$ cat src/common/gfx_pkg.sv
`default_nettype none

package gfx_pkg;

	localparam int SHADER_LANES = 4;
	localparam int WORD_BITS = 32;
	localparam int SHAMT_BITS = $clog2(WORD_BITS);

	// Number of register stages between in_valid and out_valid.
	localparam int FPINT_LATENCY = 3;

	typedef logic [WORD_BITS-1:0] word;

	typedef word [SHADER_LANES-1:0] lanes_t;

	typedef enum logic [1:0] {
		SHIFT_NONE  = 2'd0,
		SHIFT_RIGHT = 2'd1,
		SHIFT_CLZ   = 2'd2
	} shift_fn_t;

	// One operation word is shared by all lanes of an item.
	typedef struct packed {
		logic      minmax_abs;
		logic      minmax_swap;
		logic      minmax_zero_min;
		logic      addsub_sub;
		logic      shiftr_int_signed;
		shift_fn_t shift_fn;
	} fpint_op_t;

	typedef struct packed {
		word hi;
		word lo;
	} minmax_out_t;

	typedef struct packed {
		word                   sum;
		logic [SHAMT_BITS-1:0] shamt; // Low bits of lo, used by the shifter.
	} addsub_out_t;

endpackage

`default_nettype wire

$ cat src/fpint/fpint_minmax.sv
`timescale 1ns/1ps
`default_nettype none

module fpint_minmax
(
	input  logic                 clk,

	input  gfx_pkg::word         a,
	                             b,
	input  logic                 abs_en,
	                             swap,
	                             zero_min,

	output gfx_pkg::minmax_out_t res
);

	import gfx_pkg::*;

	word  abs_a;
	word  abs_b;
	word  hi;
	word  lo;
	logic a_not_less;

	// Two's complement negation leaves the most negative value unchanged.
	function automatic word abs_word(input word v);
		word r;
		r = v;
		if (v[WORD_BITS-1]) begin
			r = ~v + 1'b1;
		end
		return r;
	endfunction

	always_comb begin
		abs_a = a;
		abs_b = b;
		if (abs_en) begin
			abs_a = abs_word(a);
			abs_b = abs_word(b);
		end

		a_not_less = $signed(abs_a) >= $signed(abs_b);

		if (swap && !a_not_less) begin
			hi = abs_b;
			lo = abs_a;
		end else begin
			hi = abs_a; // Without swap the operands keep their order.
			lo = abs_b;
		end
	end

	always_ff @(posedge clk) begin
		res.hi <= hi;
		res.lo <= zero_min ? '0 : lo;
	end

	// Ordering holds against the unzeroed smaller operand.
	a_swap_order: assert property (
		@(posedge clk) swap |=> $signed(res.hi) >= $signed($past(lo))
	) else $error("minmax: hi is below lo after swap");

endmodule

`default_nettype wire

$ cat src/fpint/fpint_addsub.sv
`timescale 1ns/1ps
`default_nettype none

module fpint_addsub
(
	input  logic                 clk,

	input  gfx_pkg::minmax_out_t in,
	input  logic                 sub,

	output gfx_pkg::addsub_out_t res
);

	import gfx_pkg::*;

	word                   sum;
	logic [SHAMT_BITS-1:0] shamt;

	always_comb begin
		if (sub) begin
			sum = in.hi - in.lo;
		end else begin
			sum = in.hi + in.lo; // Carry out is dropped, so the sum wraps.
		end

		shamt = in.lo[SHAMT_BITS-1:0];
	end

	always_ff @(posedge clk) begin
		res.sum <= sum;
		res.shamt <= shamt;
	end

endmodule

`default_nettype wire

$ cat src/fpint/fpint_shift.sv
`timescale 1ns/1ps
`default_nettype none

module fpint_shift
(
	input  logic                 clk,

	input  gfx_pkg::addsub_out_t in,
	input  gfx_pkg::shift_fn_t   fn,
	input  logic                 int_signed,

	output gfx_pkg::word         res
);

	import gfx_pkg::*;

	logic signed [WORD_BITS-1:0] sum_s;

	word shifted;
	word lz;

	// Zero gives the full word width.
	function automatic word count_lz(input word v);
		word  n;
		logic found;
		n = '0;
		found = 1'b0;
		for (int i = WORD_BITS - 1; i >= 0; i--) begin
			if (v[i]) begin
				found = 1'b1;
			end else if (!found) begin
				n = n + 1'b1;
			end
		end
		return n;
	endfunction

	always_comb begin
		sum_s = in.sum;

		if (int_signed) begin
			shifted = sum_s >>> in.shamt; // Sign bit fills from the left.
		end else begin
			shifted = in.sum >> in.shamt;
		end

		lz = count_lz(in.sum);
	end

	always_ff @(posedge clk) begin
		case (fn)
			SHIFT_RIGHT: begin
				res <= shifted;
			end
			SHIFT_CLZ: begin
				res <= lz;
			end
			default: begin
				res <= in.sum;
			end
		endcase
	end

	a_clz_range: assert property (
		@(posedge clk) fn == SHIFT_CLZ |=> res <= WORD_BITS
	) else $error("shift: leading zero count out of range");

endmodule

`default_nettype wire

$ cat src/fpint/gfx_shader_fpint.sv
`timescale 1ns/1ps
`default_nettype none

module gfx_shader_fpint
(
	input  logic               clk,
	                           rst,

	input  logic               in_valid,
	input  gfx_pkg::fpint_op_t op,
	input  gfx_pkg::lanes_t    a,
	                           b,

	output logic               out_valid,
	output gfx_pkg::lanes_t    q
);

	import gfx_pkg::*;

	// Operation fields still needed once stage 1 has run.
	typedef struct packed {
		logic      sub;
		logic      int_signed;
		shift_fn_t fn;
	} s1_op_t;

	// Operation fields still needed once stage 2 has run.
	typedef struct packed {
		logic      int_signed;
		shift_fn_t fn;
	} s2_op_t;

	logic [FPINT_LATENCY-1:0] valid_q;

	s1_op_t op_s1;
	s2_op_t op_s2;

	always_ff @(posedge clk) begin
		if (rst) begin
			valid_q <= '0;
		end else begin
			valid_q <= {valid_q[FPINT_LATENCY-2:0], in_valid};
		end
	end

	always_ff @(posedge clk) begin
		op_s1.sub <= op.addsub_sub;
		op_s1.int_signed <= op.shiftr_int_signed;
		op_s1.fn <= op.shift_fn;

		op_s2.int_signed <= op_s1.int_signed;
		op_s2.fn <= op_s1.fn;
	end

	assign out_valid = valid_q[FPINT_LATENCY-1];

	for (genvar i = 0; i < SHADER_LANES; i++) begin : g_lane
		minmax_out_t mm;
		addsub_out_t as;

		fpint_minmax minmax
		(
			.clk,
			.a(a[i]),
			.b(b[i]),
			.abs_en(op.minmax_abs),
			.swap(op.minmax_swap),
			.zero_min(op.minmax_zero_min),
			.res(mm)
		);

		fpint_addsub addsub
		(
			.clk,
			.in(mm),
			.sub(op_s1.sub),
			.res(as)
		);

		fpint_shift shift
		(
			.clk,
			.in(as),
			.fn(op_s2.fn),
			.int_signed(op_s2.int_signed),
			.res(q[i])
		);
	end

	a_reset_quiet: assert property (
		@(posedge clk) rst |=> !out_valid
	) else $error("fpint: out_valid high right after reset");

	// Only checked once the whole pipe has filled past reset.
	a_valid_latency: assert property (
		@(posedge clk) (!rst) [*FPINT_LATENCY+1] |-> out_valid == $past(in_valid, FPINT_LATENCY)
	) else $error("fpint: out_valid does not follow in_valid");

endmodule

`default_nettype wire

$ cat src/rtl/w3d_top.sv
`timescale 1ns/1ps
`default_nettype none

module w3d_top
(
	input  logic               clk,
	                           rst,

	input  logic               in_valid,
	input  gfx_pkg::lanes_t    a,
	                           b,

	input  logic               minmax_abs,
	                           minmax_swap,
	                           minmax_zero_min,
	                           addsub_sub,
	                           shiftr_int_signed,
	input  gfx_pkg::shift_fn_t shift_fn,

	output logic               out_valid,
	output gfx_pkg::lanes_t    q
);

	import gfx_pkg::*;

	fpint_op_t op;

	assign op.minmax_abs = minmax_abs;
	assign op.minmax_swap = minmax_swap;
	assign op.minmax_zero_min = minmax_zero_min;
	assign op.addsub_sub = addsub_sub;
	assign op.shiftr_int_signed = shiftr_int_signed;
	assign op.shift_fn = shift_fn;

	gfx_shader_fpint fpint
	(
		.clk,
		.rst,
		.in_valid,
		.op,
		.a,
		.b,
		.out_valid,
		.q
	);

endmodule

`default_nettype wire

$ cat config.mk
export PLATFORM = sky130hd
export DESIGN_NAME = w3d_top
export DESIGN_NICKNAME = d
export VERILOG_FILES = /design/src/common/gfx_pkg.sv /design/src/fpint/fpint_minmax.sv /design/src/fpint/fpint_addsub.sv /design/src/fpint/fpint_shift.sv /design/src/fpint/gfx_shader_fpint.sv /design/src/rtl/w3d_top.sv
export SDC_FILE = /design/constraint.sdc
export NUM_CORES = 2
export LEC_CHECK = 0
export ABC_CLOCK_PERIOD_IN_PS = 23000
export BUFFER_PORTS_ARGS = -buffer_cell sky130_fd_sc_hd__buf_2
export CORE_AREA = 2 2 477 479
export CTS_CLUSTER_SIZE = 14
export DETAILED_ROUTE_END_ITERATION = 12
export DIE_AREA = 0 0 479 481
export GPL_TIMING_DRIVEN = 0
export SLEW_MARGIN = 30
export SYNTH_ARGS = -nofsm -noshare
export SYNTH_HDL_FRONTEND = slang
export SYNTH_HIERARCHICAL = 1
export SYNTH_SLANG_ARGS = --single-unit
$ cat constraint.sdc
create_clock -name clk -period 23 [get_ports clk]
set_input_delay 1.15 -clock clk [delete_from_list [all_inputs] [get_ports clk]]
set_output_delay 1.15 -clock clk [all_outputs]
set_load 0.02 [all_outputs]
Word-level counts from Yosys, hierarchy flattened
Index checks and enable logic that the tools add are counted.
{"block": "classes", "n_addsub": 140, "magnitude_cmp": 4, "eq_ne": 2, "n_shift": 8, "n_mux": 412, "bitwise": 8, "reduce_logical": 8}
{"op": "$mux W32", "count": 280}
{"op": "$add A32 B1 Y32 const B", "count": 132}
{"op": "$not A32 Y32", "count": 8}
{"op": "$pmux W32 S2", "count": 4}
{"op": "$add A32 B32 Y32", "count": 4}
{"op": "$ge A32 B32 Y1", "count": 4}
{"op": "$mux W1", "count": 128}
{"op": "$shr A32 B5 Y32", "count": 4}
{"op": "$sshr A32 B5 Y32", "count": 4}
{"op": "$sub A32 B32 Y32", "count": 4}
{"op": "$logic_and A1 B1 Y1", "count": 4}
{"op": "$logic_not A1 Y1", "count": 4}
{"op": "$eq A2 B1 Y1 const B", "count": 1}
{"op": "$eq A2 B2 Y1 const B", "count": 1}
{"block": "word_totals", "register_bits": 542, "inputBits": 266, "output_inout_bits": 129, "word_cells": 608}

Longest topological paths before layout
{"block": "logic_depth", "depth_word": 95, "depth_mapped": 114}

By module
The synthesis kept the hierarchy.
{"module": "fpint_minmax", "n_inst": 4, "cells_each": 538, "area_each_um2": 4599.4, "seq_area_each_um2": 1281.2}
{"module": "fpint_addsub", "n_inst": 4, "cells_each": 387, "area_each_um2": 3090.5, "seq_area_each_um2": 740.7}
{"module": "fpint_shift (fpint.g_lane[3].shift)", "n_inst": 1, "cells_each": 1352, "area_each_um2": 9335.2, "seq_area_each_um2": 640.6}
{"module": "fpint_shift (fpint.g_lane[1].shift)", "n_inst": 1, "cells_each": 1282, "area_each_um2": 9275.1, "seq_area_each_um2": 640.6}
{"module": "fpint_shift (fpint.g_lane[0].shift)", "n_inst": 1, "cells_each": 1279, "area_each_um2": 9150.0, "seq_area_each_um2": 640.6}
{"module": "fpint_shift (fpint.g_lane[2].shift)", "n_inst": 1, "cells_each": 1196, "area_each_um2": 8521.9, "seq_area_each_um2": 640.6}
{"module": "gfx_shader_fpint", "n_inst": 1, "cells_each": 13, "area_each_um2": 219.0, "seq_area_each_um2": 200.2}

Worst setup path after synthesis
OpenSTA, ideal clock, no wires.
{"block": "synth_timing", "path_type": "reg2reg", "start": "register fpint/g_lane[2].addsub/res[36] (netlist name)", "end": "register fpint.g_lane[2].shift.res[7]", "setup_ps": 128, "arrival_time_ps": 19574, "slack_ps": 3298, "stages_incl_launch_ff": 110, "path_buffers": 2, "cell_sequence": "dfxtp_1 > buf_2 > clkbuf_1 > nor2b_1 > ha_1 > nor2b_1 > nor2_1 > xnor2_1 > ha_1 > nor2b_1 > o31ai_1 > inv_1 > ha_1 > nand2_1 > nand2_1 > ha_1 > mux2i_1 > o21ai_0 > [74 not listed] > ha_1 > mux2_2 > a21oi_1 > inv_1 > ha_1 > nand2_1 > o21ai_0 > ha_1 > nand2_1 > xnor2_1 > nand2_1 > xnor2_1 > nand3_1 > or3_1 > nor3_2 > xor2_1 > a221oi_1 > a21oi_1"}
{"block": "synth_via", "elab_chain_len": 95, "elab_cells_between_ends": 129, "classes_between": "31 x add/sub; 2 x shift; 96 x mux"}
{"element": "start: declaration", "line_no": "fpint_addsub.sv:11", "source": "output gfx_pkg::addsub_out_t res"}
{"element": "$mux W1", "line_no": "fpint_shift.sv:29", "source": "if (v[i]) begin"}
{"element": "$add A32 B1 Y32", "line_no": "fpint_shift.sv:32", "source": "n = n + 1'b1;"}
{"element": "$mux W32", "line_no": "fpint_shift.sv:31", "source": "end else if (!found) begin"}
{"element": "$mux W32", "line_no": "fpint_shift.sv:29"}
{"element": "$add A32 B1 Y32", "line_no": "fpint_shift.sv:32"}
{"element": "$mux W32", "line_no": "fpint_shift.sv:31"}
{"element": "$mux W32", "line_no": "fpint_shift.sv:29"}
{"element": "$add A32 B1 Y32", "line_no": "fpint_shift.sv:32"}
{"element": "[79 not listed]"}
{"element": "$mux W32", "line_no": "fpint_shift.sv:29"}
{"element": "$add A32 B1 Y32", "line_no": "fpint_shift.sv:32"}
{"element": "$mux W32", "line_no": "fpint_shift.sv:31"}
{"element": "$mux W32", "line_no": "fpint_shift.sv:29"}
{"element": "$add A32 B1 Y32", "line_no": "fpint_shift.sv:32"}
{"element": "$mux W32", "line_no": "fpint_shift.sv:31"}
{"element": "$mux W32", "line_no": "fpint_shift.sv:29"}
{"element": "$pmux W32 S2 *", "line_no": "fpint_shift.sv:51", "source": "case (fn)"}
{"element": "end signal: assignment", "line_no": "fpint_shift.sv:53", "source": "res <= shifted;"}
{"element": "end signal: assignment", "line_no": "fpint_shift.sv:56", "source": "res <= lz;"}
{"element": "end signal: assignment", "line_no": "fpint_shift.sv:59", "source": "res <= in.sum;"}
{"element": "end: declaration", "line_no": "fpint_shift.sv:12", "source": "output gfx_pkg::word res"}
Every way passes the cells marked *; elsewhere a longest branch is shown, timed or not.
A chain may end at the register's enable or synchronous reset.

Final worst setup path
{"block": "layout_timing", "start": "register fpint/g_lane[2].addsub/res[36] (netlist name)", "end": "register fpint.g_lane[2].shift.res[6]"}
Same word-level chain as after synthesis.

==> results.md <==
### Status
- run status: finished clean

### Setup path
- Worst EP arrival: 22,210 ps
- delay of the slowest cell on the worst path: 680 ps
- Most common cell on crit path: sky130_fd_sc_hd__ha_1
- launching element type of the critical path: flip-flop
- startpoint-to-endpoint class of the critical path: reg2reg
- endpoint required time on the critical path: 23,590 ps
- kind of end point of the critical path: flip-flop
- critical-path cell with the highest stage delay: sky130_fd_sc_hd__or4b_2
- highest fanout seen on the critical path: 10

### Drt
- wire length per cell: 19.7 um
- ratio of routed vias to standard cells: 5.55
- residual antenna-violating net count after detailed routing: 0
- wire length after detailed routing: 244 mm
- Vias: 68,700
- number of DRC markers after the initial detailed-route iteration: 5,721
- remaining design rule violation count: 0
- detailed-router iteration count before antenna repair: 7

### Global route
- maximum number of pins on one net before global-route repair: 25
- initial antenna violation count: 21
- vias in the first global route: 65,600
- Remaining Overflow, GRT: 0
- total global-route track usage: 20.2%
- wire length of the first global-routing pass: 376 mm

### Place
- number of buffers added on ports: 393
- HPWL Detailed: 199 mm
- RD Place Congestion: 0.966

### Clock network
- cts hold-fix bufs: 0
- Root Buffer Master: sky130_fd_sc_hd__clkbuf_16
- insertion delay to the later sink of the worst-skew pair: 710 ps
- clock slew seen by the registers of the worst setup and hold paths: 60 ps
- number of CTS-inserted buffers: 71
- Num Clock Sinks: 542
- TritonCTS clock tree: done
- CTS HTree Levels: 3
- buffer depth of the longest clock path: 3

### Power and ir drop
- standby leakage power: 29.4 nW
- maximum vdd drop: 0.0693 mV
- power density relative to cell area: 111 nW/um2

### Logic synthesis
- Post-synth EDFFs: 0
- fraction of synthesis flops using an asynchronous set or reset pin: 0%
- synthesized-area fraction occupied by xor and xnor cells: 15.7%
- Synth Flop Type: sky130_fd_sc_hd__dfxtp_1
- Post-Syn Nets: 9,480
- Seq/Total Area, Yosys: 16.1%
- Avg Cell Area, Syn: 7.62 um2
- Synth Instances: 8,822
- number of library cell types mapped by synthesis: 140
- number of warnings printed during yosys synthesis: 6
- number of synthesized register bits: 542
- mapped cell area: 67,300 um2
- Post-Synth Simple-Gate Area: 24.9%
- proportion of synthesized area in mux cells: 8.43%
- Synth Area in Adders: 7.46%
- dominant combinational cell family by area after synthesis: simple AND/OR/NAND/NOR gates
- synthesized-area fraction occupied by ao, oa, aoi and oai cells: 22.5%

### Cells and area
- most frequent standard cell in the layout excluding fill and tap cells: sky130_fd_sc_hd__nand2_1
- most used cells in the layout excluding fill and tap cells: 871 x sky130_fd_sc_hd__nand2_1, 742 x sky130_fd_sc_hd__nor2_1, 691 x sky130_fd_sc_hd__a21oi_1, 576 x sky130_fd_sc_hd__xnor2_1, 538 x sky130_fd_sc_hd__dfxtp_1
- NumNets Final: 9,953
- P&R area growth vs syn: 12.8%
- share of post-route cells with drive strength above 1: 12.3%

### Timing
- count of final hold-check violations: 0
- worst hold slack after final layout: 331 ps
- headroom to the max-slew limit: 34.1%
- Final Skew: 44.7 ps
- number of pins with negative max-slew slack in the final report: 0
- setup total negative slack: 0 ps
- Final setup viols: 0
- share of the clock period used by the worst path: 94.0%
- pin slew with the least headroom to its limit: 988 ps
- minimum clock period: 21,620 ps
- fmax: 46.3 MHz

### Job
- reported max-cap violation count: 0

### Floorplanning
- Site Rows: 175
- top-level I/O count: 395
- overall die area: 230,000 um2
- starting density of the core: 29.8%
- width of the die: 479 um
- Die Y-Extent: 481 um
- Core Region: 226,000 um2

### Hold path
- class of the most critical hold timing path: reg2reg

-- worst max-delay path: cells and delay by family (launching register included) --
kind / cells / cell delay [ps]
fa+ha+maj: 27 / 8800
simple gates: 33 / 4410
compound gates: 23 / 3920
mux: 12 / 2480
buf+inv: 6 / 810
xor+xnor: 4 / 740
flops: 1 / 340
-- timing repair --
item,4_1_cts,5_1_grt
gates resized for setup,5,53
setup endpoints to repair,6,29
buffers inserted,0,4
pin swaps,1,4
-- Yosys cell counts, types with 48 or more instances --
cell type	instances	area, um2
sky130_fd_sc_hd__nor2b_1	154	963
sky130_fd_sc_hd__a21oi_1	697	3490
sky130_fd_sc_hd__xor2_1	307	2690
sky130_fd_sc_hd__o31ai_1	98	736
sky130_fd_sc_hd__and3_1	96	601
sky130_fd_sc_hd__nor2_1	745	2800
sky130_fd_sc_hd__buf_2	61	305
sky130_fd_sc_hd__o211ai_1	70	526
sky130_fd_sc_hd__mux2_2	100	1130
sky130_fd_sc_hd__nand4_1	147	920
sky130_fd_sc_hd__nand2b_1	106	663
sky130_fd_sc_hd__nor3_1	281	1410
sky130_fd_sc_hd__mux2i_1	331	3310
sky130_fd_sc_hd__o31a_1	78	683
sky130_fd_sc_hd__clkbuf_1	337	1260
sky130_fd_sc_hd__and2_1	75	469
sky130_fd_sc_hd__nand3_1	218	1090
sky130_fd_sc_hd__xnor2_1	578	5060
sky130_fd_sc_hd__mux4_2	48	1080
sky130_fd_sc_hd__a31oi_1	132	826
sky130_fd_sc_hd__dfxtp_1	542	10900
sky130_fd_sc_hd__o21ai_0	467	2340
sky130_fd_sc_hd__a211oi_1	125	938
sky130_fd_sc_hd__inv_1	376	1410
sky130_fd_sc_hd__or3_1	92	576
sky130_fd_sc_hd__ha_1	388	4850
sky130_fd_sc_hd__nor4_1	109	682
sky130_fd_sc_hd__nand2_1	871	3270
-- metrics by stage --
step,setup slack [ps],power (mW),area [um2],std cells,utilization (%)
2_1_floorplan,3300,5.54,67300,8822,-
3_3_place_gp,-55.6,6.97,73000,12200,32.3
3_5_place_dp,-492,7.05,73100,12200,32.4
4_1_cts,117,8.31,75600,12400,33.5
5_1_grt,-49.7,9.05,75800,12400,33.6
6_report,1380,8.39,75900,12400,33.6
-- flip-flops by register name, summed over array words and instances, names as in the netlist --
name / cells
fpint/g_lane.minmax/res: 256
fpint/g_lane.shift/res: 128
fpint/op_s1: 4
fpint/valid_q: 3
fpint/g_lane.addsub/res: 148
fpint/op_s2: 3
-- cells by family (layout without fill, tap and decap cells) --
kind of cell	count (synthesis)	in the layout
muxes	489	489
xor gates and xnor gates	1013	1013
other	0	7
adders and majority gates	400	400
AOI/OAI and AO/OA	2297	2297
buffers and inverters	835	1364
DFF	542	542
and+or+nand+nor	3246	3246
-- worst paths after layout --
check	cells after the start	slack (ps)	end	startpoint
worst min register to register	0	330	fpint/op_s2[1]	fpint/op_s1[1]
worst min-delay path	0	330	fpint/op_s2[1]	fpint/op_s1[1]
worst max-delay path	105	1380	fpint/g_lane[2].shift/res[6]	fpint/g_lane[2].addsub/res[36]
worst max register to register	105	1380	fpint/g_lane[2].shift/res[6]	fpint/g_lane[2].addsub/res[36]
-- metal layers --
layer,track usage [%],vias to the layer above,part of all wire (%)
met5,0,-,0.034
met4,6.59,14,3.5
met3,2.55,385,5.7
met2,33.9,2293,46
met1,26.6,32900,45
li1,-,33100,-
-- power breakdown --
group / internal (mW) / switching [mW]
Sequential: 1.23 / 0.280
Clock: 0.698 / 0.490
Combinational: 2.18 / 3.52
-- cell type report --
type                       count  area (um2)
sequential                   542       10900
clock buffer                  90        2010
multi-input combinational   7445       53300
inverter                     379        1420
clock inverter                39         474
buffer                       455        1950
timing repair buffer         401        2100
fill                       23900      150000
antenna                        7        17.5
tap                         3009        3760
Note: power is estimated with default switching activity, not from simulation.
